[src/verilog/replay_pkg.sv]
//####################
// Shared sizes and types for the packet replay buffer.
// Imported by every RTL block and by the testbench.
//####################

package replay_pkg;

  // Queue and payload sizes
  localparam int NUM_QUEUES    = 4;
  localparam int QID_W         = 2;
  localparam int DATA_W        = 32;

  // One ring region per queue in a 256-word memory
  localparam int REGION_WORDS  = 64;
  localparam int REGION_AW     = 6;
  localparam int MEM_WORDS     = 256;
  localparam int MEM_ADDR_W    = QID_W + REGION_AW;

  // Packets are 1 to 16 words by contract
  localparam int MAX_PKT_WORDS = 16;

  localparam int FIFO_DEPTH    = 32;
  localparam int FIFO_AW       = 5;

  // Ring pointer, top bit marks the wrap
  localparam int PTR_W         = REGION_AW + 1;
  typedef logic [PTR_W-1:0] qptr_t;

  typedef struct packed {
    logic [QID_W-1:0]  qid;
    logic              last;
    logic [DATA_W-1:0] data;
  } pkt_word_t;

  typedef struct packed {
    logic              last;
    logic [DATA_W-1:0] data;
  } mem_word_t;

  typedef struct packed {
    logic                  we;
    logic [MEM_ADDR_W-1:0] addr;
    mem_word_t             wdata;
  } mem_req_t;

  // Saturating drop counter
  typedef logic [15:0] drop_cnt_t;

endpackage
[src/verilog/pkt_word_fifo.sv]
//####################
// Input FIFO for tagged packet words, fed by single-cycle strobes.
// A push into a full FIFO loses the word and sets a sticky flag.
//####################
`timescale 1ns/1ps

module pkt_word_fifo (
  input  logic                  clk,
  input  logic                  rst,
  input  logic                  push,
  input  replay_pkg::pkt_word_t push_word,
  input  logic                  pop,
  output replay_pkg::pkt_word_t head,
  output logic                  empty,
  output logic                  overflow
);
  import replay_pkg::*;

  pkt_word_t          mem [FIFO_DEPTH];
  logic [FIFO_AW-1:0] wr_idx;
  logic [FIFO_AW-1:0] rd_idx;
  logic [FIFO_AW:0]   count;
  logic               full;
  logic               push_ok;
  logic               pop_ok;

  assign full    = (count == FIFO_DEPTH);
  assign empty   = (count == '0);
  assign push_ok = push && !full;
  assign pop_ok  = pop && !empty;
  assign head    = mem[rd_idx];

  // Storage array
  always_ff @(posedge clk) begin
    if (push_ok) begin
      mem[wr_idx] <= push_word;
    end
  end

  always_ff @(posedge clk) begin
    if (rst) begin
      wr_idx   <= '0;
      rd_idx   <= '0;
      count    <= '0;
      overflow <= 1'b0;
    end else begin
      if (push_ok) begin
        wr_idx <= wr_idx + 1'b1;
      end
      if (pop_ok) begin
        rd_idx <= rd_idx + 1'b1;
      end
      count <= count + {{FIFO_AW{1'b0}}, push_ok} - {{FIFO_AW{1'b0}}, pop_ok};
      // Sticky until reset
      if (push && full) begin
        overflow <= 1'b1;
      end
    end
  end

endmodule

[config.mk]
export PLATFORM = sky130hd
export DESIGN_NAME = pkt_word_fifo
export DESIGN_NICKNAME = d
export VERILOG_FILES = /design/src/verilog/replay_pkg.sv /design/src/verilog/pkt_word_fifo.sv
export SDC_FILE = /design/constraint.sdc
export NUM_CORES = 1
export LEC_CHECK = 0
export CORE_ASPECT_RATIO = 1.5
export CORE_MARGIN = 2
export CORE_UTILIZATION = 57
export DETAILED_ROUTE_END_ITERATION = 8
export DONT_BUFFER_PORTS = 1
export PLACE_DENSITY = 0.72
export RECOVER_POWER = 50
export SLEW_MARGIN = 20
export SYNTH_ARGS = -nofsm -noshare
export SYNTH_HDL_FRONTEND = slang
export SYNTH_SLANG_ARGS = --single-unit
[constraint.sdc]
create_clock -name clk -period 4.1 [get_ports clk]
set_clock_uncertainty 0.2 [all_clocks]
set_input_delay 0.82 -clock clk [delete_from_list [all_inputs] [get_ports clk]]
set_output_delay 0.82 -clock clk [all_outputs]
set_load 0.01 [all_outputs]
### Word level (Yosys, flattened, before mapping)

Memories as Yosys holds them, arrays and structs flattened. A register that Yosys moved wholly into a read port is not among the register bits.
Cells that the tools add are included.

| word-level totals | value |
|---|---|
| flip-flop bits (word level) | 17 |
| memory bits (writable) | 1,120 |
| input port bits | 39 |
| output and inout port bits | 37 |
| word-level logic and storage cells | 20 |
| memories kept | 1 |

| cells by class | value |
|---|---|
| add/sub/neg operators | 4 |
| eq/ne operators | 1 |
| multiplexer cells | 4 |
| reductions and logical operators | 6 |

Memory list:

| name | depth | bits a word | rd ports | clocked after memory_dff | write ports | RTL line | text |
|---|---|---|---|---|---|---|---|
| mem | 32 | 35 | 1 | 1 | 1 | pkt_word_fifo.sv:19 | `pkt_word_t mem [FIFO_DEPTH];` |

Operator list:

| kind | count |
|---|---|
| $add 5x1->5 const B | 2 |
| $mux 5 | 2 |
| $add 6x1->6 | 1 |
| $eq 6x6->1 const B | 1 |
| $logic_not 6->1 | 1 |
| $sub 6x1->6 | 1 |
| $logic_and 1x1->1 | 3 |
| $logic_not 1->1 | 2 |
| $mux 1 | 2 |

### Longest topological paths before layout

| logic depth | value |
|---|---|
| word-level depth | 5 |
| gate-level depth with buffers | 15 |

### Worst setup path before layout

No wires, ideal clock.

| timing path | value |
|---|---|
| path type | input to register |
| start | input port push |
| end | memory mem[29][0] (netlist bit) (enable) |
| setup time | 427 ps |
| arrival | 2,823 ps |
| data required time | 3,473 ps |
| setup slack | 650 ps |
| cell stages on the path | 4 |
| path through | and2_1 > clkbuf_1 > nand2_1 > nor2_1 |

| on the way | value |
|---|---|
| longest elaborated chain between the ends | 3 |

Ends and longest elaborated chain:

| element | RTL line | text |
|---|---|---|
| start: declaration | pkt_word_fifo.sv:10 | `input logic push,` |
| $logic_and 1x1->1 | pkt_word_fifo.sv:29 | `assign push_ok = push && !full;` |
| $mux 1 | pkt_word_fifo.sv:35 | `if (push_ok) begin` |
| $mux 1 (not written as such) | pkt_word_fifo.sv:36 | `mem[wr_idx] <= push_word;` |
| end: declaration | pkt_word_fifo.sv:19 |  |

Every way passes these cells.

==> reports/qor.yml <==
run_status:
  status: "complete, but fails checks"
  violations: "capacitance limit, slew limit"
finish:
  drive_gt1_share_pct: 27.7
  fin_nets: 2371
  register_area_mm2: 0.0341
  instances_no_fill: 3414
  area_delta_synth_final_pct: 13.0
  num-fill-cells: 4979
  multi_input_area_mm2: 0.00957
yosys:
  synth_top_area_share_pct: 76.5
  ys_types: 40
  yosysSeqAreaShare_pct: 77.5
  synthFlopType: "edfxtp_1"
  synthCells: 2219
  syn-mean-instance-area_um2: 19.8
  ys.warnings.count: 0
  syn_nets: 2273
  netlist_area_mm2: 0.0440
  synth-edff-count: 1120
  ys_async_sr_fraction_pct: 0
  yosys-top-cells-area: "edfxtp_1, mux4_2, mux2_2"
  synth_area_leader_cell: "edfxtp_1"
  synth_seq_cells: 1142
power:
  peakVddDrop_mv: 0.325
  power.leakage_nw: 15.4
  p_per_area_mw_per_mm2: 516
floorplanning:
  num_rows: 124
  start_util_pct: 57.6
  coreArea_mm2: 0.0763
  dieArea_mm2: 0.0794
  ios: 76
  die_h_um: 344
  die_w_um: 231
timing:
  maxSlewViolCount: 16
  relSlewSlack_pct: -53.1
  setup-violations-final: 0
  period_minus_slack_ns: 4.01
  rsz0062_at_grt: "no"
  hold_viol: 0
  fin_ws_ns: 0.0918
  tightest_slew_ns: 2.29
  finalCritPeriodShare_pct: 97.8
  tns_ns: 0
  fmax_ghz: 0.249
clocking:
  clk_pin_slew_worst_paths_ns: 0.07
  numCtsBuffers: 101
  ctsHtreeMaxLevel: 3
  clk_latency_ns: 0.66
  cts-root-buf: "clkbuf_16"
  cts_tree: "yes"
  ctsLongestPathBuffers: 3
  cts_sinks: 1142
place:
  dp_worst_setup_slack_ns: 0.478
  dpl.hpwl_mm: 55.9
  place_inst: 3205
  port_buffers: 0
  place.gp.congestion: 0.765
global_routing:
  grt_overflow: 0
  gr-usage-all-layers_pct: 26.7
  antenna_found_initial: 0
  grt_max_degree: 85
  grt_pass1_vias: 22900
  grt_pass1_wl_mm: 152
setup_path:
  crit_fanout: 32
  crit_path_start_kind: "flip-flop"
  critical_path_class: "flip-flop to output pin"
  cp-end-kind: "output pin"
  cp.required_ns: 3.08
  arrival_ns: 2.99
detailed_routing:
  drcViolationCount: 0
  initialDrtViolationCount: 2550
  num_vias: 22300
  detail-route-antenna-nets: 0
  drtPass1Iterations: 5
  wl_mm: 104
  vias_per_cell: 6.53
  wl_per_cell_um: 30.6
min_path:
  hold_path_class: "input pin to flip-flop"
run:
  drv_cap: 1
[routing by layer]
metal | track usage [%] | up-vias | wire (µm)
met5 | 0 | - | 0
met4 | 11.3 | 0 | 4130
met3 | 4.71 | 213 | 9000
met2 | 44.8 | 1088 | 52800
met1 | 34.7 | 11700 | 38600
li1 | - | 9320 | -
[registers in the layout (all words and copies together) (netlist names), named ones only]
signal and cells:
overflow 1, count 6, rd_idx 5, mem 1120, wr_idx 5
[cell type report]
cell class / count / share of cell area [%]
multi-input combinational: 935 / 19.3
clock buffer: 122 / 5.42
tap: 1008 / 2.54
inverter: 16 / 0.121
timing repair buffer: 121 / 2.69
antenna: 1 / 0.00504
sequential: 1142 / 68.6
clock inverter: 69 / 1.37
[worst paths after layout]
| kind | startpoint | endpoint | slack, ns | cells past startpoint |
|---|---|---|---|---|
| min reg2reg | rd_idx[1] | flip-flop | 0.31 | 2 |
| max reg2reg | wr_idx[3] | mem[11][20] | 0.39 | 3 |
| min | push_word[30] | mem[7][30] | 0.04 | 0 |
| max | flip-flop | head[20] | 0.09 | 7 |
[critical path, stage by stage (launching register included)]
cell and delay [ns]:
dfxtp_4 0.41, buf_4 0.17, nand2b_2 0.37, buf_12 0.29, o21ai_0 0.24, nor3_1 0.07, buf_4 0.17, or4_1 0.60
[logic make-up (layout without fill, tap and decap cells)]
| kind of cell | Yosys count | count (layout) | synth area share [%] |
|---|---|---|---|
| AOI/OAI and AO/OA | 292 | 292 | 4.55 |
| xor gates and xnor gates | 9 | 9 | 0.179 |
| adders and majority gates | 15 | 15 | 0.444 |
| buffers and inverters | 143 | 328 | 1.40 |
| DFF | 1142 | 1142 | 77.5 |
| muxes | 350 | 350 | 12.5 |
| other | 0 | 1 | 0 |
| and+or+nand+nor | 268 | 269 | 3.41 |
[report_power, final]
part,switching (W),leakage (nW),internal (W)
logic,0.00166,3.45,0.00124
clock network,0.00414,1.65,0.00550
registers,0.0000852,10.3,0.0130
[through the flow]
step / utilization, % / cell area, µm² / hold WS (ns) / total power, W
3_5_place_dp: 60.4 / 46100 / 0.310 / 0.0162
2_1_floorplan: - / 44000 / 0.263 / 0.0153
4_1_cts: 65.0 / 49700 / 0.0105 / 0.0257
5_1_grt: 65.1 / 49700 / 0.0216 / 0.0264
6_report: 65.1 / 49700 / 0.0430 / 0.0257
3_3_place_gp: 60.4 / 46100 / 0.278 / 0.0161
[what timing repair did]
item	CTS	global route
pin swaps	0	1
gates cloned	0	1
endpoints found under the hold margin	11	0
setup endpoints to repair	35	21
setup buffers	11	5
resized for setup	4	2
hold buffers	1	0
[placed cells by master, fill, tap and decap left out, types with 4 or more instances in the layout]
cell,netlist,final
clkinv_2,0,25
clkinvlp_4,0,4
nand2_1,10,9
o21ai_0,71,71
mux2_2,210,210
xor2_1,7,7
a211oi_1,70,70
clkbuf_1,80,18
o21a_1,4,4
nor2b_1,72,71
nand3_1,5,5
edfxtp_1,1120,1120
dfxtp_1,22,19
clkinv_1,0,23
clkbuf_16,0,105
a21oi_1,5,5
nor2_1,48,17
nor3_1,72,72
ha_1,14,14
buf_4,3,84
buf_12,0,30
inv_1,16,16
nor2_4,0,31
a22o_1,70,70
bufinv_16,0,13
o22ai_1,70,70
mux4_2,140,140
or4_1,36,36
nand4_1,4,4
[Yosys cell counts, types with 6 or more instances]
library cell / instances
nor2_1: 48
buf_1: 20
nand2_1: 10
xor2_1: 7
edfxtp_1: 1120
inv_1: 16
o22ai_1: 70
a211oi_1: 70
a22o_1: 70
nor3_1: 72
buf_6: 6
ha_1: 14
mux2_2: 210
mux4_2: 140
buf_2: 18
dfxtp_1: 22
clkbuf_1: 80
or4_1: 36
o21ai_0: 71
nor2b_1: 72
(Power assumes the default switching activity.)
