<file path="src/verilog/replay_pkg.sv">
//####################
// Shared sizes and types for the packet replay buffer.
// Imported by every RTL block and by the testbench.
//####################

package replay_pkg;

  // Queue and payload sizes
  localparam int NUM_QUEUES    = 4;
  localparam int QID_W         = 2;
  localparam int DATA_W        = 32;

  // One ring region per queue in a 256-word memory
  localparam int REGION_WORDS  = 64;
  localparam int REGION_AW     = 6;
  localparam int MEM_WORDS     = 256;
  localparam int MEM_ADDR_W    = QID_W + REGION_AW;

  // Packets are 1 to 16 words by contract
  localparam int MAX_PKT_WORDS = 16;

  localparam int FIFO_DEPTH    = 32;
  localparam int FIFO_AW       = 5;

  // Ring pointer, top bit marks the wrap
  localparam int PTR_W         = REGION_AW + 1;
  typedef logic [PTR_W-1:0] qptr_t;

  typedef struct packed {
    logic [QID_W-1:0]  qid;
    logic              last;
    logic [DATA_W-1:0] data;
  } pkt_word_t;

  typedef struct packed {
    logic              last;
    logic [DATA_W-1:0] data;
  } mem_word_t;

  typedef struct packed {
    logic                  we;
    logic [MEM_ADDR_W-1:0] addr;
    mem_word_t             wdata;
  } mem_req_t;

  // Saturating drop counter
  typedef logic [15:0] drop_cnt_t;

endpackage
</file>
<file path="src/verilog/queue_reader.sv">
//####################
// Replays committed packets round-robin over the queues, one packet at a time.
// Words go out as strobes one cycle after their read grant.
//####################
`timescale 1ns/1ps

module queue_reader (
  input  logic                                           clk,
  input  logic                                           rst,
  input  logic                                           replay_en,
  input  replay_pkg::qptr_t [replay_pkg::NUM_QUEUES-1:0] tail_ptr,
  output replay_pkg::qptr_t [replay_pkg::NUM_QUEUES-1:0] head_ptr,
  output logic                                           req,
  output replay_pkg::mem_req_t                           req_data,
  input  logic                                           grant,
  input  replay_pkg::mem_word_t                          rd_data,
  output logic                                           out_valid,
  output replay_pkg::pkt_word_t                          out_word
);
  import replay_pkg::*;

  typedef enum logic {
    R_IDLE,
    R_READ
  } rd_state_t;

  rd_state_t        state;
  logic [QID_W-1:0] cur_q;
  logic [QID_W-1:0] next_q;
  logic             found;
  logic [QID_W-1:0] out_qid;
  logic             pkt_done;

  // Search starts after the queue served last
  always_comb begin
    logic [QID_W-1:0] cand;
    found  = 1'b0;
    next_q = cur_q;
    for (int i = 1; i <= NUM_QUEUES; i++) begin
      cand = cur_q + QID_W'(i);
      if (!found && (head_ptr[cand] != tail_ptr[cand])) begin
        found  = 1'b1;
        next_q = cand;
      end
    end
  end

  // Last word of the packet is on the output now
  assign pkt_done = out_valid && rd_data.last;
  assign req      = (state == R_READ) && !pkt_done;

  always_comb begin
    req_data.we    = 1'b0;
    req_data.addr  = {cur_q, head_ptr[cur_q][REGION_AW-1:0]};
    req_data.wdata = '0;
  end

  always_comb begin
    out_word.qid  = out_qid;
    out_word.last = rd_data.last;
    out_word.data = rd_data.data;
  end

  // Queue tag for the word read at the grant
  always_ff @(posedge clk) begin
    if (grant) begin
      out_qid <= cur_q;
    end
  end

  always_ff @(posedge clk) begin
    if (rst) begin
      state     <= R_IDLE;
      cur_q     <= '0;
      head_ptr  <= '0;
      out_valid <= 1'b0;
    end else begin
      out_valid <= grant;
      case (state)
        R_IDLE: begin
          if (replay_en && found) begin
            cur_q <= next_q;
            state <= R_READ;
          end
        end
        R_READ: begin
          if (pkt_done) begin
            state <= R_IDLE;
          end else if (grant) begin
            head_ptr[cur_q] <= head_ptr[cur_q] + 1'b1;
          end
        end
        default: state <= R_IDLE;
      endcase
    end
  end

endmodule

</file>
<file path="config.mk">
export PLATFORM = sky130hd
export DESIGN_NAME = queue_reader
export DESIGN_NICKNAME = d
export VERILOG_FILES = /design/src/verilog/replay_pkg.sv /design/src/verilog/queue_reader.sv
export SDC_FILE = /design/constraint.sdc
export NUM_CORES = 1
export LEC_CHECK = 0
export BUFFER_PORTS_ARGS = -buffer_cell sky130_fd_sc_hd__buf_2
export CORE_ASPECT_RATIO = 0.5
export CORE_UTILIZATION = 39
export CTS_CLUSTER_SIZE = 28
export DETAILED_ROUTE_END_ITERATION = 6
export PLACE_DENSITY = 0.78
export REMOVE_ABC_BUFFERS = 1
export SLEW_MARGIN = 10
export SYNTH_ARGS = -nofsm -noshare
export SYNTH_HDL_FRONTEND = slang
export SYNTH_SLANG_ARGS = --single-unit
</file>
<file path="constraint.sdc">
create_clock -name clk -period 2.1 [get_ports clk]
set_input_delay 0.21 -clock clk [delete_from_list [all_inputs] [get_ports clk]]
set_output_delay 0.21 -clock clk [all_outputs]
set_load 0.01 [all_outputs]
</file>
Yosys cells after proc, flatten, opt, wreduce, memory -nomap -nowiden --
Index checks and enable logic that the tools add are counted.
Storage, ports and cells: bits in registers 34, input port bits 65, output and inout bits 107, word-level logic and storage cells 67
Cells by class: $add $sub $neg 4, magnitude comparators 5, eq/ne operators 4, mux-type cells 29, bitwise gates (word level) 3, reductions and logical operators 14
Operator list (count):
- 7-bit binary-select mux with 2-bit select | 8
- 7-bit two-way mux | 9
- 28-bit bitwise mux | 1
- 7-bit != test | 4
- 7-bit demux with 2-bit select | 1
- 2-bit by 3-bit less-than comparator with 1-bit output (second input constant) | 4
- 7-bit by 1-bit adder with 7-bit output (second input constant) | 1
- 1-bit logical AND | 7
- 1-bit two-way mux | 6
- 2-bit two-way mux | 3
- 2-bit adder (second input constant) | 2
- 1-bit zero test | 4
- 4-bit AND reduction | 1
- 1-bit inverter | 3
- 3-bit AND reduction | 1
- 3-bit nonzero test | 1
- 2-bit by 1-bit adder with 2-bit output (second input constant) | 1
- 2-bit by 1-bit greater-or-equal comparator with 1-bit output (second input constant) | 1
- 1-bit one-hot mux with 2 select lines | 1

Depth between registers and ports, before layout --
depth in word-level cells 17, gate-level depth with buffers 9, depth with buffers taken out 7

Worst setup path after synthesis --
OpenSTA, ideal clock, no wires.
kind reg-to-reg, start point reg cur_q[1], end point reg cur_q[0], setup time 0.071 ns, arrival 2.188 ns, data required time 2.029 ns, setup slack -0.158 ns, cell stages (with the launch flop) 10, path buffers 2, period minus slack after synthesis 2.258 ns, path through dfxtp_1 -> buf_2 -> buf_2 -> inv_1 -> ha_1 -> inv_1 -> mux4_2 -> nor2b_4 -> or4_1 -> a21oi_1
Between the ends: longest elaborated chain between the ends 16, elaborated cells on any way between the ends 39, classes of those cells 3 x add/sub; 4 x eq/ne; 22 x mux; 1 x bitwise; 9 x reduce/logical
RTL lines:
- start, declared | line queue_reader.sv:28 | logic [QID_W-1:0] cur_q;
- start signal, assigned | line queue_reader.sv:82 | cur_q <= next_q;
- 2-bit by 1-bit adder with 2-bit output | line queue_reader.sv:40 | cand = cur_q + QID_W'(i);
- 7-bit binary-select mux with 2-bit select | line queue_reader.sv:41 | if (!found && (head_ptr[cand] != tail_ptr[cand])) begin
- 7-bit two-way mux (not written as such) | line queue_reader.sv:41
- 7-bit != test | line queue_reader.sv:41
- 1-bit two-way mux | line queue_reader.sv:41
- 1-bit zero test | line queue_reader.sv:41
- 1-bit logical AND | line queue_reader.sv:41
- 1-bit two-way mux | line queue_reader.sv:41
- 1-bit zero test | line queue_reader.sv:41
- 1-bit logical AND | line queue_reader.sv:41
- 1-bit two-way mux | line queue_reader.sv:41
- 1-bit zero test | line queue_reader.sv:41
- 1-bit logical AND | line queue_reader.sv:41
- 1-bit two-way mux | line queue_reader.sv:41
- 1-bit logical AND | line queue_reader.sv:81 | if (replay_en && found) begin
- 4-bit AND reduction (no line)
Parallel ways exist; a longest one is shown, timed or not. The select of a mux whose other input is x is not followed. A chain may end at the register's enable or synchronous reset.

Final worst setup path --
start point reg head_ptr[19] in the netlist's numbering, end point reg cur_q[0]
Between the ends: longest elaborated chain between the ends 15, elaborated cells on any way between the ends 28, classes of those cells 4 x eq/ne; 14 x mux; 1 x bitwise; 9 x reduce/logical
RTL lines:
- start, declared | line queue_reader.sv:12 | output replay_pkg::qptr_t [replay_pkg::NUM_QUEUES-1:0] head_ptr,
- start signal, assigned by index | line queue_reader.sv:90 | head_ptr[cur_q] <= head_ptr[cur_q] + 1'b1;
- 7-bit binary-select mux with 2-bit select | line queue_reader.sv:41
- 7-bit two-way mux (not written as such) | line queue_reader.sv:41
- 7-bit != test | line queue_reader.sv:41
- 1-bit two-way mux | line queue_reader.sv:41
- 1-bit zero test | line queue_reader.sv:41
- 1-bit logical AND | line queue_reader.sv:41
- 1-bit two-way mux | line queue_reader.sv:41
- 1-bit zero test | line queue_reader.sv:41
- 1-bit logical AND | line queue_reader.sv:41
- 1-bit two-way mux | line queue_reader.sv:41
- 1-bit zero test | line queue_reader.sv:41
- 1-bit logical AND | line queue_reader.sv:41
- 1-bit two-way mux | line queue_reader.sv:41
- 1-bit logical AND | line queue_reader.sv:81
- 4-bit AND reduction (no line)
Parallel ways exist; a longest one is shown, timed or not. The select of a mux whose other input is x is not followed.

==> out/summary.txt <==
CLOCK NETWORK
-------------------------------------------------------------------------------------------------
Worst skew pair latency                                                                   0.28 ns
Clock tree from TritonCTS                                                                     yes
Number of clock buffers inserted by TritonCTS                                                   5
Longest Clk Path Bufs                                                                           2
Root cell of the clock tree                                                          sky130_fd_sc_hd__clkbuf_16
Sink Count                                                                                     34
Clock H-tree levels                                                                             2
Clock slew seen by the registers of the worst setup and hold paths                        0.05 ns
CTS Hold Bufs                                                                                   0

RUN
-------------------------------------------------------------------------------------------------
Reported max-cap violation count                                                                0

GLOBAL ROUTE
-------------------------------------------------------------------------------------------------
Antenna violations before repair                                                                0
Pin count of the biggest net entering global routing                                           33
Met3 usage                                                                                  0.149
Overall overflow remaining after global route                                                   0
Global route hottest layer                                                                   met2
Wire length of the first global-routing pass                                              11.8 mm
Met2 global-route usage                                                                     0.346
GRT Resource Usage Total                                                                    0.228
Vias in the first global route                                                               2097
Met1 usage in global routing                                                                0.264

POWER
-------------------------------------------------------------------------------------------------
Switching part of the total power                                                           0.291
Total design power                                                                        1.90 mW
Portion of total power attributed to combinational logic                                    0.264
IR Drop Worst-Case VDD                                                                   0.282 mV
Net switching power                                                                      0.554 mW
Leakage                                                                                   1.48 nW
Clock group share of total power                                                            0.368
Sequential power share                                                                      0.368
P_int                                                                                     1.35 mW
Total power divided by cell area                                                      576 mW/mm^2

STATUS
-------------------------------------------------------------------------------------------------
Run status                                                                           finished, violations left
Failing checks                                                                       negative setup slack

CELLS AND AREA
-------------------------------------------------------------------------------------------------
Synth-to-Final Area Change                                                                  24.3%
Fin nets                                                                                      431
Fraction of layout cells with a size suffix above 1                                         0.443
Post-layout utilization of the core                                                         0.523
Diodes inserted                                                                                 0

TIMING
-------------------------------------------------------------------------------------------------
Final hold violations                                                                           0
Final slew viol count                                                                           0
Post-route worst setup slack                                                            -0.283 ns
RSZ-0062 raised after global routing                                                          yes
Headroom to the max-slew limit                                                              0.565
Slew at the pin closest to its max-slew limit                                            0.653 ns
Crit path time final                                                                      2.38 ns
Setup violation total in the final timing report                                                1
Max Fclk                                                                                  420 MHz
Ratio of final minimum period to clock period                                                1.13
Worst clock skew                                                                       0.00533 ns

FLOORPLAN
-------------------------------------------------------------------------------------------------
Die area                                                                             0.00716 mm^2
Initial standard-cell utilization of the core                                               0.421
Number of top-level design ports                                                              172
Die Span X                                                                                 119 um
Die height                                                                                60.3 um
Row Count                                                                                      20
Std-Cell Core Area                                                                   0.00631 mm^2

LOGIC SYNTHESIS
-------------------------------------------------------------------------------------------------
Sequential element share of the synthesized area                                            0.264
Seq cells post-synth                                                                           34
Per-instance average area after synthesis                                               9.41 um^2
Number of warnings printed during yosys synthesis                                               0
Post-synth top area share                                                                   0.242
Number of distinct library cell variants in the gate-level netlist after synthesis             32
Cell type with the largest total area after synthesis                                sky130_fd_sc_hd__dfxtp_1
Number of instances in the synthesized netlist                                                282
Combined area of all synthesized cells                                               0.00265 mm^2
Top cells by area in the synthesized netlist                                         sky130_fd_sc_hd__dfxtp_1, sky130_fd_sc_hd__buf_4, sky130_fd_sc_hd__mux4_2

SETUP PATH
-------------------------------------------------------------------------------------------------
Category of the worst setup path launch point                                                flop
Critical path fanouts, max                                                                      2
Gate family responsible for the most delay along the worst path                      simple AND/OR/NAND/NOR gates
Worst path max stage delay                                                                0.49 ns
Nature of the critical path endpoint                                                         flop
Cell type of the slowest stage on the worst timing path                              sky130_fd_sc_hd__mux4_2
Crit path buffers/inverters                                                                     0
Worst EP required                                                                         2.31 ns
Worst setup path class                                                                 reg -> reg
Series of cell instances along the critical path                                     xor2_1 -> nor4_1 -> nand4_1 -> mux4_2 -> nor2b_4 -> or4_4 -> a21oi_2
Endpoint arrival time on the critical path                                                2.59 ns

DRT
-------------------------------------------------------------------------------------------------
Number of vias in the routed layout                                                          2442
Total detailed-routing wirelength                                                         8.91 mm
Mean number of vias per cell                                                                 5.44
DRC viols                                                                                       0
WL/cell                                                                                   19.8 um
Number of optimization iterations in the first detailed-route pass                              5
Routed Antenna Nets                                                                             0
Iteration-0 DRC Markers                                                                       173

PLACE
-------------------------------------------------------------------------------------------------
DPL Wire Length                                                                           6.37 mm
Global placer's final weighted congestion                                                   0.940
I/O Buffers                                                                                    73

HOLD PATH
-------------------------------------------------------------------------------------------------
Worst min-delay path category                                                           in -> reg

## cells in the final DEF (no fill, tap or decap), types with 4 or more instances in the layout
cell type,instances
sky130_fd_sc_hd__buf_2,73
sky130_fd_sc_hd__buf_4,44
sky130_fd_sc_hd__conb_1,34
sky130_fd_sc_hd__nor2_1,32
sky130_fd_sc_hd__dfxtp_1,28
sky130_fd_sc_hd__a211oi_1,24
sky130_fd_sc_hd__xnor2_1,19
sky130_fd_sc_hd__xor2_1,18
sky130_fd_sc_hd__mux4_2,16
sky130_fd_sc_hd__and3_1,5
sky130_fd_sc_hd__nand4_1,5
sky130_fd_sc_hd__clkbuf_16,5
sky130_fd_sc_hd__mux2i_1,4
sky130_fd_sc_hd__nor3_1,4
sky130_fd_sc_hd__ha_1,4
sky130_fd_sc_hd__dfxtp_2,4
## power groups by stage
stage                     Combinational [mW]  Clock, mW  Sequential (mW)
after CTS                              0.461      0.706            0.696
after detailed placement               0.451          0            0.709
final                                  0.502      0.698            0.700
after floorplan                        0.213          0            0.741
after global placement                 0.445          0            0.708
after global routing                   0.532      0.736            0.702
## cells by family (layout without fill, tap and decap cells)
group / Yosys count / in the layout / share of synthesized area
buf+inv: 86 / 132 / 0.218
simple gates: 60 / 60 / 0.110
xor+xnor: 40 / 40 / 0.132
compound gates: 35 / 35 / 0.0943
flops: 34 / 34 / 0.264
mux: 21 / 21 / 0.156
fa+ha+maj: 5 / 5 / 0.0236
other cells: 1 / 34 / 0.00141
## per-stage QoR
| step | cells | worst slack (ns) | TNS (ns) | hold slack, ns | area (um^2) |
|---|---|---|---|---|---|
| after global placement | 438 | -0.124 | -0.124 | 0.420 | 3040 |
| after detailed placement | 438 | -0.124 | -0.187 | 0.420 | 3040 |
| after floorplan | 233 | -0.434 | -8.26 | 0.279 | 2210 |
| after CTS | 446 | -0.142 | -0.142 | 0.210 | 3210 |
| after global routing | 449 | -0.312 | -0.491 | 0.217 | 3300 |
| final | 449 | -0.283 | -0.283 | 0.212 | 3300 |
## metal layers
metal,vias up,routed length [um]
met1,1133,3360
met2,226,3900
met4,0,253
met5,-,0
li1,1047,-
met3,36,1400
## sequential cells by signal (all words and copies together) (netlist names)
signal	count
state	1
out_qid	2
head_ptr	28
cur_q	2
out_valid	1
## cell usage after synthesis (all sizes together)
master  instances
a211oi         24
a21boi          1
a21oi           3
a221oi          1
and3            5
buf            70
clkbuf         12
clkinv          1
conb            1
dfxtp          32
edfxtp          2
ha              5
inv             3
mux2i           5
mux4           16
nand2           1
nand2b          1
nand3           3
nand4           5
nor2           32
nor2b           3
nor3            4
nor4            5
o21ai           3
o31a            1
o31ai           2
or4             1
xnor2          21
xor2           19
## worst paths after layout
kind / from / end / slack [ns] / depth (start not counted)
max: head_ptr[19] / cur_q[0] / -0.28 / 7
min: grant / out_qid[0] / 0.21 / 1
max reg2reg: head_ptr[19] / cur_q[0] / -0.28 / 7
min reg2reg: head_ptr[14] / head_ptr[14] / 0.56 / 2
## timing repair
| item | in CTS | in global routing |
|---|---|---|
| resized for setup | 7 | 14 |
| pin swaps | 3 | 6 |
| buffers inserted | 1 | 3 |
| setup endpoints to repair | 5 | 14 |
## layout make-up
class / instances / area [um^2]
Inverter: 4 / 15.0
Tap cell: 88 / 110
Multi-Input combinational cell: 195 / 1560
Fill cell: 522 / 3010
Timing Repair Buffer: 121 / 767
Sequential cell: 34 / 706
Clock inverter: 2 / 10.0
Clock buffer: 5 / 125
No activity file was read; power rests on OpenSTA's default activity.
