$ cat config.mk
export PLATFORM = sky130hd
export DESIGN_NAME = sram_arbiter
export DESIGN_NICKNAME = d
export VERILOG_FILES = /design/src/verilog/replay_pkg.sv /design/src/verilog/sram_arbiter.sv
export SDC_FILE = /design/constraint.sdc
export NUM_CORES = 1
export LEC_CHECK = 0
export BUFFER_PORTS_ARGS = -buffer_cell sky130_fd_sc_hd__buf_2
export CORE_ASPECT_RATIO = 1.5
export CORE_UTILIZATION = 23
export DETAILED_ROUTE_END_ITERATION = 12
export GPL_TIMING_DRIVEN = 0
export PLACE_DENSITY = 0.81
export SLEW_MARGIN = 20
export SYNTH_ARGS = -nofsm -noshare
export SYNTH_HDL_FRONTEND = slang
export SYNTH_SLANG_ARGS = --single-unit
$ cat constraint.sdc
create_clock -name clk -period 1.35 [get_ports clk]
set_input_delay 0.2025 -clock clk [delete_from_list [all_inputs] [get_ports clk]]
set_output_delay 0.2025 -clock clk [all_outputs]
set_load 0.05 [all_outputs]
$ cat src/verilog/replay_pkg.sv
//####################
// Shared sizes and types for the packet replay buffer.
// Imported by every RTL block and by the testbench.
//####################

package replay_pkg;

  // Queue and payload sizes
  localparam int NUM_QUEUES    = 4;
  localparam int QID_W         = 2;
  localparam int DATA_W        = 32;

  // One ring region per queue in a 256-word memory
  localparam int REGION_WORDS  = 64;
  localparam int REGION_AW     = 6;
  localparam int MEM_WORDS     = 256;
  localparam int MEM_ADDR_W    = QID_W + REGION_AW;

  // Packets are 1 to 16 words by contract
  localparam int MAX_PKT_WORDS = 16;

  localparam int FIFO_DEPTH    = 32;
  localparam int FIFO_AW       = 5;

  // Ring pointer, top bit marks the wrap
  localparam int PTR_W         = REGION_AW + 1;
  typedef logic [PTR_W-1:0] qptr_t;

  typedef struct packed {
    logic [QID_W-1:0]  qid;
    logic              last;
    logic [DATA_W-1:0] data;
  } pkt_word_t;

  typedef struct packed {
    logic              last;
    logic [DATA_W-1:0] data;
  } mem_word_t;

  typedef struct packed {
    logic                  we;
    logic [MEM_ADDR_W-1:0] addr;
    mem_word_t             wdata;
  } mem_req_t;

  // Saturating drop counter
  typedef logic [15:0] drop_cnt_t;

endpackage
$ cat src/verilog/sram_arbiter.sv
//####################
// Round-robin sharing of the memory port between writer and reader.
// Grants are combinational, the winner's request goes straight to memory.
//####################
`timescale 1ns/1ps

module sram_arbiter (
  input  logic                 clk,
  input  logic                 rst,
  input  logic                 wr_req,
  input  replay_pkg::mem_req_t wr_data,
  output logic                 wr_grant,
  input  logic                 rd_req,
  input  replay_pkg::mem_req_t rd_data_req,
  output logic                 rd_grant,
  output replay_pkg::mem_req_t mem_req
);
  import replay_pkg::*;

  logic     last_was_rd;
  mem_req_t sel;

  // Lone requester wins, contention alternates
  assign wr_grant = wr_req && (!rd_req || last_was_rd);
  assign rd_grant = rd_req && (!wr_req || !last_was_rd);

  assign sel = rd_grant ? rd_data_req : wr_data;

  always_comb begin
    mem_req    = sel;
    // No write without a grant
    mem_req.we = sel.we && (wr_grant || rd_grant);
  end

  always_ff @(posedge clk) begin
    if (rst) begin
      last_was_rd <= 1'b0;
    end else begin
      if (wr_grant) begin
        last_was_rd <= 1'b0;
      end else if (rd_grant) begin
        last_was_rd <= 1'b1;
      end
    end
  end

endmodule

After elaboration in Yosys (flattened, before gate mapping)
Cells that the tools add are included.

storage, ports and cells
  flip-flop bits (word level) = 1
  bits of input ports = 88
  output and inout bits = 44

operators by class
  mux-type cells = 1
  reductions and logical operators = 10

operator list
  kind                count
  two-way mux 42 bit  1
  logical AND 1 bit   3
  logical NOT 1 bit   3
  logical OR 1 bit    3
  OR reduction 2 bit  1

Logic depth before layout (Yosys ltp)
Gate-level depths: netlist of run 1.

  depth after elaboration = 5
  mapped depth = 3
  mapped depth without buffers = 2

Worst setup path after synthesis of run 1
No wires, ideal clock.

  path type = reg2out
  from = reg last_was_rd
  to = out mem_req[33] (netlist bit)
  data arrival time = 1.281 ns
  data required time = 1.148 ns
  slack = -0.133 ns
  cell stages (with the launch flop) = 4
  path buffers = 1
  path through = dfxtp_1 a21boi_4 buf_6 mux2_2

RTL lines
  element                 RTL line            source
  start, declared         sram_arbiter.sv:20  logic last_was_rd;
  start signal, assigned  sram_arbiter.sv:37  last_was_rd <= 1'b0;
  start signal, assigned  sram_arbiter.sv:40  last_was_rd <= 1'b0;
  start signal, assigned  sram_arbiter.sv:42  last_was_rd <= 1'b1;
  end, declared           sram_arbiter.sv:16  output replay_pkg::mem_req_t mem_req

==> run metrics, run 1 <==
status finished with violations; failing checks setup timing; required time of the critical path roughly 1.2 ns; Avg Vias per Cell 4.77; Post-Syn Nets between 100 and 150; sequential power share around 3%; synthesized area per cell 11.1 um2; relative slew slack between 80% and 90%; total of max-cap violations 0; switching part of the total a little over 50%; part of the Yosys area used for sequential elements ~3.5%; GRT Overall Usage a little under a quarter; crit path DAT between 1 and 1.5 ns; setup tns final -3.21 ns; DRC Markers 0; synthesized flop and latch total 1; Hold Slack roughly 0.38 ns; Mapped Cells 52; Nets ~280; Worst Tran Pin Value ~0.25 ns; Switch Pwr about 610 uW; final hold vios 0; pins over their slew limit 0; dpl ws -0.260 ns; post-synth cell types 9; largest net degree at the start of global routing 11; top flop regs last_was_rd x1; Post-Route WL ~3.4 mm; Hold Path Class input pin to register; vias in the first global route roughly 1000; VDD IR max 415 uV; Final Cycle Share 107%; DP HPWL approximately 2.4 mm; FP Rows 21; PD cells around 650 mW/mm2; DIE AREA about 0.0027 mm2; clk_lat worst skew 0 ns; drt pass-1 iters 4; total gr overflow 0; I/O Buffers 131; ANT cells 0; initial antenna violation count 0; delay-heaviest family, CP buffers and inverters; final critical-path setup slack -0.0954 ns; Clk pwr share 0%; first-pass GRT wire length 4.99 mm; Startpoint Class register; clk slew on worst S/H paths 0 ns; WP buf/inv 3; f_max between 0.6 and 0.7 GHz; WS Path Type register to output pin; antenna-violating nets left 0; via count a little over 1000; WL per Instance between 15 and 20 um; minimum clock period 1.45 ns; Hold Buf Count CTS 0; CP endpoint kind output pin; routability cong. about 0.62; Die H ~63 um; core area 0.00231 mm2; Mapped Area 579 um2; drt initial violations 7; slowest cell on the critical path dfxtp_2; share of cells above drive strength 1 between 90% and 100%; endpoints failing setup around 40; RSZ-0062 raised after global routing true; largest stage delay on the critical path between 0.3 and 0.4 ns; Max Clock Skew 0 ns; Static Leakage approximately 0.0011 uW; Syn. warnings 0; Largest Register last_was_rd; Chip Width 43.0 um; initial core utilization between 20% and 30%; Pint between 500 and 600 uW; Cell Chain, Critical Path a21boi_4 > buf_12 > clkbuf_16 > mux2_4 > buf_6; Synth-to-Final Area Change 217%; Total Power about 1200 uW; Crit Path Max Fanout 7; num ports 132; Logic pwr share a little over nine tenths; max reg flops 1
==> repair_timing <==
item	in CTS	in global routing
cloned	1	1
pin swaps	1	0
gates resized for setup	101	2
endpoints found under the setup margin	42	42
hold endpoints to repair	0	0
setup buffers	3	0
==> synthesized netlist by cell type (all sizes together) <==
master / count / area share (%)
a21oi: 1 / 0.86
mux2: 41 / 80
dfxtp: 1 / 3.5
a32o: 1 / 1.7
buf: 4 / 7.8
nand2b: 2 / 2.2
and2: 1 / 1.1
a21boi: 1 / 3.2
==> layout make-up <==
type | count | area (um2)
fillers | 161 | 475
plain buffers | 4 | 80.1
repair buffers | 136 | 1040
flip-flops and latches | 1 | 21.3
well taps | 23 | 28.8
multi-input cells | 47 | 669
==> stage by stage <==
| stage | utilization (%) | instance area [um2] | std cells |
|---|---|---|---|
| 2_1_floorplan | - | 733 | 52 |
| 3_3_place_gp | 61.3 | 1420 | 206 |
| 3_5_place_dp | 61.3 | 1420 | 206 |
| 4_1_cts | 78.2 | 1810 | 210 |
| 5_1_grt | 79.4 | 1840 | 211 |
| 6_report | 79.4 | 1840 | 211 |
==> worst paths after layout <==
path	start	end	slack, ns	depth (start not counted)
setup / recovery	last_was_rd	mem_req[26]	-0.1	5
setup reg to reg	last_was_rd	last_was_rd	0.59	2
hold / removal	rst	last_was_rd	0.38	2
hold reg to reg	last_was_rd	last_was_rd	0.51	2
==> metal layers <==
metal | wire length, um | GRT usage, % | share of wire, % | vias to the layer above
met1 | 946 | 20.5 | 28 | 472
met2 | 2220 | 53.0 | 66 | 61
met3 | 220 | 3.15 | 6.5 | 0
met4 | 0 | 0 | 0 | 0
met5 | 0 | 0 | 0 | -
li1 | - | - | - | 474
==> power groups by stage <==
stage	Clock [uW]	Combinational [uW]	Sequential, uW
detailed placement	0	909	35.6
CTS	0	1130	35.5
finish	0	1150	35.6
global route	0	1190	36.1
global placement	0	894	35.3
floorplan	0	683	35.1
==> logic make-up (layout without fill, tap and decap cells) <==
group	Yosys count	in the layout	share of synthesized area, %
buffers and inverters	4	140	7.77
AOI/OAI and AO/OA	3	3	5.83
DFF	1	1	3.46
and+or+nand+nor	3	3	3.24
muxes	41	41	79.7
==> cells in the final DEF (no fill, tap or decap) <==
cell type | Yosys | layout
a21oi_1 | 1 | 1
dfxtp_2 | 0 | 1
buf_16 | 0 | 1
buf_2 | 0 | 87
nand2b_1 | 2 | 2
mux2_4 | 0 | 41
a32o_2 | 0 | 1
buf_6 | 4 | 39
buf_12 | 0 | 5
a21boi_4 | 1 | 1
buf_4 | 0 | 2
buf_8 | 0 | 5
clkbuf_16 | 0 | 1
and2_1 | 1 | 1
Power figures use the tool's default switching activity.
==> run 2, diff against run 1 <==
CORE_ASPECT_RATIO = 1.75   (was 1.5)
CORE_MARGIN = 2   (was not set)
SLEW_MARGIN = not set   (was 20)
==> run 2 against run 1 <==
The flow still finishes with violations (setup timing). Die area is 8.2% higher. Worst setup slack improved by 0.00058 ns. Via count increased by 1.3%. Sequential power about the same. Global-route usage is 0.95 points lower. Power is essentially flat. Design area shrank 0.75%.
==> run metrics, run 2 (synthesis gave the netlist of run 1 again) <==
status finished with violations (unchanged); failing checks setup timing (unchanged); required time of the critical path 1.15 ns (about the same); Hold Buf Count CTS 0 (unchanged); R2R depth 3 (was 2); via count 1020 (was 1007); worst reg2reg setup slack 0.52 ns (was 0.59 ns); WP buf/inv 4 (was 3); Chip Width 41.9 um (was 43.0 um); VDD IR max 426 uV (was 415 uV); routability cong. 0.751 (was 0.625); Hold Slack 0.359 ns (was 0.376 ns); relative slew slack 83.2% (was 83.6%); max reg flops 1 (unchanged); DRC Markers 0 (unchanged); top flop regs last_was_rd x1 (unchanged); clk_lat worst skew 0 ns (about the same); Max Clock Skew 0 ns (unchanged); Synth-to-Final Area Change 215% (was 217%); drt initial violations 9 (was 7); endpoints failing setup 41 (unchanged); ANT cells 0 (unchanged); most common cell after layout, fill and taps aside buf_2 (unchanged); PD cells 651 mW/mm2 (was 646 mW/mm2); num ports 132 (unchanged); Post-Route WL 3.67 mm (was 3.39 mm); Hold Path Stages 2 (unchanged); total gr overflow 0 (unchanged); initial core utilization 23.8% (was 25.1%); I/O Buffers 131 (unchanged); Worst path most repeated cell buf_12; clk slew on worst S/H paths 0 ns (about the same); WL per Instance 17.1 um (was 16.1 um); final hold vios 0 (unchanged); drt pass-1 iters 3 (was 4); initial antenna violation count 0 (unchanged); hold worst-path end last_was_rd (unchanged); final critical-path setup slack -0.0949 ns (was -0.0954 ns); FP Rows 24 (was 21); r2r startpoint last_was_rd (unchanged); Cell Chain, Critical Path buf_8 > a21boi_4 > buf_12 > buf_12 > mux2_4 > buf_6 (was a21boi_4 > buf_12 > clkbuf_16 > mux2_4 > buf_6); f_max 0.692 GHz (about the same); RSZ-0062 raised after global routing true (unchanged); DIE AREA 0.00295 mm2 (was 0.00273 mm2); Final Cycle Share 107% (about the same); antenna-violating nets left 0 (unchanged); slowest cell on the critical path mux2_4 (was dfxtp_2); Crit Path Max Fanout 10 (was 7); R2R Path End last_was_rd (unchanged); Largest Register last_was_rd (unchanged); Worst Tran Pin Value 0.254 ns (was 0.247 ns); Static Leakage 0.00105 uW (was 0.00106 uW); total of max-cap violations 0 (unchanged); Startpoint Class input pin (was register); Die H 70.4 um (was 63.5 um); Nets 278 (unchanged); minimum clock period 1.44 ns (was 1.45 ns); WS Path Type input pin to output pin (was register to output pin); core area 0.00243 mm2 (was 0.00231 mm2); CP endpoint kind output pin (unchanged); DP HPWL 2.42 mm (was 2.37 mm); placed cell count 209 (was 206); Avg Vias per Cell 4.77 (about the same); share of cells above drive strength 1 97.9% (unchanged); delay-heaviest family, CP buffers and inverters (unchanged); first-pass GRT wire length 5.08 mm (was 4.99 mm); crit path DAT 1.24 ns (about the same); most frequent cells in the layout 87 x buf_2, 41 x mux2_4, 39 x buf_6, 5 x buf_12, 5 x buf_8 (unchanged); pins over their slew limit 0 (unchanged); GRT Overall Usage 22.3% (was 23.2%); Hold Path Class input pin to register (unchanged); largest net degree at the start of global routing 11 (unchanged); final non-filler cell total 214 (was 211); hold_sp rst (unchanged); vias in the first global route 1031 (was 1041); largest stage delay on the critical path 0.31 ns (was 0.32 ns)
[run 2: how the worst max path moves through the flow]
stage / slack, ns / startpoint / endpoint / cells past startpoint
after floorplan: -0.05 / last_was_rd / mem_req[33] / 3
after global placement: -0.27 / wr_req / mem_req[27] / 5
after detailed placement: -0.26 / wr_req / mem_req[21] / 5
after CTS: -0.09 / wr_req / mem_req[2] / 6
after global routing: -0.13 / last_was_rd / mem_req[7] / 5
final: -0.09 / wr_req / mem_req[7] / 6
[run 2: layout make-up]
type	instances	area, um2
flip-flops and latches	1	21.3
repair buffers	136	1020
fillers	160	609
plain buffers	4	80.1
well taps	26	32.5
multi-input cells	47	669
[run 2: timing repair]
action                     CTS  global route
cloned                       1             0
setup endpoints to repair   42            42
gates resized for setup     94             9
setup buffers                3             1
pin swaps                    1             0
[run 2: metal layers]
metal / part of all wire [%] / global-route usage [%] / wire length (um) / vias to the layer above
met5: 0 / 0 / 0 / -
met4: 3.5 / 6.09 / 128 / 0
met3: 10 / 6.20 / 378 / 10
met2: 58 / 47.0 / 2140 / 88
met1: 28 / 18.5 / 1020 / 449
li1: - / - / - / 473
[run 2: metrics by stage]
step	utilization (%)	setup TNS, ns	total power (uW)	area [um2]	worst slack, ns
global placement	58.4	-9.71	936	1420	-0.269
floorplan	-	-1.86	719	733	-0.0508
CTS	73.5	-2.95	1150	1790	-0.0892
detailed placement	58.4	-9.53	947	1420	-0.265
global route	74.9	-4.26	1220	1820	-0.129
finish	74.9	-2.94	1190	1820	-0.0949
[run 2: where the power goes]
part	switching [uW]	internal, uW	total [uW]
clock	0	0	0
combinational	616	537	1150
sequential	2.46	32.9	35.3
[run 2: worst reg2reg max path, cell delays in order (launching register included)]
cell and delay [ns]:
dfxtp_2 0.31, buf_4 0.13, nand2b_1 0.16, a21oi_1 0.14
==> run 3, diff against run 2 <==
CORE_ASPECT_RATIO = not set   (was 1.75)
CTS_CLUSTER_SIZE = 28   (was not set)
==> run 3 against run 2 <==
Critical path type unchanged. Final cell count up 1.9%. The run still ends with setup timing left. Power down 0.61%. Design area down 0.34%. Sequential share of layout area about the same. Worst setup slack worse by 0.015 ns. Sequential power about the same. Via count down 2.4%. Flip-flop and latch count unchanged. Combinational power about the same. Worst hold slack better by 0.0075 ns.
==> run metrics, run 3 (synthesis gave the netlist of run 1 again) <==
fin area 0.00182 mm2 (about the same); failing checks setup timing (unchanged); VDD IR max 496 uV (was 426 uV); Final Cycle Share 108% (was 107%); WS Path Type input pin to output pin (unchanged); num ports 132 (unchanged); vias in the first global route 988 (was 1031); WL per Instance 16.5 um (was 17.1 um); pins over their slew limit 0 (unchanged); total gr overflow 0 (unchanged); antenna-violating nets left 0 (unchanged); clk_lat worst skew 0 ns (about the same); Logic pwr share 97.0% (about the same); switching part of the total 52.2% (was 52.0%); total of max-cap violations 0 (unchanged); RSZ-0062 raised after global routing true (unchanged); GRT Overall Usage 21.0% (was 22.3%); Switch Pwr 616 uW (was 618 uW); top flop regs last_was_rd x1 (unchanged); final hold vios 0 (unchanged); Pint 565 uW (was 570 uW); via count 996 (was 1020); placed cell count 213 (was 209); f_max 0.685 GHz (was 0.692 GHz); clk slew on worst S/H paths 0 ns (about the same); crit path DAT 1.26 ns (was 1.24 ns); status finished with violations (unchanged); DRC Markers 0 (unchanged); hold worst-path end last_was_rd (unchanged); PD cells 650 mW/mm2 (was 651 mW/mm2); drt initial violations 2 (was 9); Crit Path Max Fanout 10 (unchanged); final critical-path setup slack -0.110 ns (was -0.0949 ns); Static Leakage 0.00105 uW (about the same); R2R Path End last_was_rd (unchanged); Post-Route WL 3.59 mm (was 3.67 mm); Hold Buf Count CTS 0 (unchanged); R2R depth 2 (was 3); Hold Path Class input pin to register (unchanged); r2r startpoint last_was_rd (unchanged); CP endpoint kind output pin (unchanged); Clk pwr share 0% (about the same); Largest Register last_was_rd (unchanged); Synth-to-Final Area Change 214% (was 215%); hold_sp rst (unchanged); max reg flops 1 (unchanged); most common cell after layout, fill and taps aside buf_2 (unchanged); Chip Width 54.2 um (was 41.9 um); most frequent cells in the layout 87 x buf_2, 40 x mux2_4, 39 x buf_6, 5 x buf_12 (was 87 x buf_2, 41 x mux2_4, 39 x buf_6, 5 x buf_12, 5 x buf_8); Worst Tran Pin Value 0.249 ns (was 0.254 ns); Die H 54.2 um (was 70.4 um); endpoints failing setup 40 (was 41); Post-DP Area 0.00143 mm2 (was 0.00142 mm2); DP HPWL 2.60 mm (was 2.42 mm); drt pass-1 iters 3 (unchanged); Max Clock Skew 0 ns (unchanged); Hold Path Stages 2 (unchanged); routability cong. 0.696 (was 0.751); share of cells above drive strength 1 97.9% (unchanged); Nets 278 (unchanged); I/O Buffers 131 (unchanged); initial core utilization 23.8% (unchanged); FP Rows 18 (was 24); Startpoint Class input pin (unchanged); relative slew slack 83.5% (was 83.2%); worst reg2reg setup slack 0.62 ns (was 0.52 ns); Avg Vias per Cell 4.57 (was 4.77); sequential power share 3.0% (about the same); first-pass GRT wire length 4.42 mm (was 5.08 mm); DIE AREA 0.00294 mm2 (was 0.00295 mm2); final non-filler cell total 218 (was 214); ANT cells 0 (unchanged); largest net degree at the start of global routing 11 (unchanged); required time of the critical path 1.15 ns (about the same); minimum clock period 1.46 ns (was 1.44 ns); core area 0.00243 mm2 (unchanged); setup tns final -3.44 ns (was -2.94 ns); initial antenna violation count 0 (unchanged)
[run 3: cell counts in the layout (fill, tap and decap cells not counted)]
Identical to the previous run, type by type.
[run 3: cell type report]
cell class	count	area, um2
Tap cell	30	37.5
Multi-Input combinational cell	47	666
Sequential cell	1	21.3
Timing Repair Buffer	136	1010
Fill cell	170	616
Buffer	4	80.1
[run 3: worst max-delay path by stage]
stage / from / endpoint / slack, ns / depth (start not counted)
after global placement: wr_req / mem_req[8] / -0.27 / 5
after detailed placement: wr_req / mem_req[15] / -0.28 / 5
final: wr_req / mem_req[20] / -0.11 / 6
after floorplan: last_was_rd / mem_req[33] / -0.05 / 3
after CTS: wr_req / mem_req[15] / -0.1 / 6
after global routing: last_was_rd / mem_req[20] / -0.14 / 5
[run 3: worst max-delay path: stages]
cell and delay [ns]:
buf_8 0.10, a21boi_4 0.18, buf_12 0.15, buf_12 0.15, mux2_4 0.32, buf_6 0.16
[run 3: per-layer routing]
| layer | routed length [um] | vias to the layer above | GRT usage [%] |
|---|---|---|---|
| met2 | 2150 | 67 | 49.4 |
| met3 | 333 | 6 | 1.94 |
| met1 | 1050 | 451 | 17.6 |
| met5 | 0 | - | 0 |
| li1 | - | 472 | - |
| met4 | 52 | 0 | 3.75 |
[run 3: stage by stage]
step	total power, uW	util, %	hold WS (ns)	setup slack [ns]
floorplan	719	-	0.264	-0.0508
global placement	939	58.6	0.351	-0.266
detailed placement	954	58.6	0.365	-0.280
CTS	1170	74.6	0.365	-0.0978
global route	1220	74.7	0.378	-0.135
finish	1180	74.7	0.366	-0.110
[run 3: power by group through the flow]
stage	combinational, uW	clock, uW	sequential, uW
2_1_floorplan	683	0	35.1
3_3_place_gp	903	0	35.4
3_5_place_dp	918	0	35.4
4_1_cts	1140	0	35.3
5_1_grt	1190	0	35.8
6_report	1150	0	35.4
[run 3: what timing repair did]
action | CTS | global route
gates cloned | 1 | 0
setup buffers | 4 | 0
pin swaps | 1 | 0
setup endpoints to repair | 42 | 42
gates resized for setup | 98 | 2
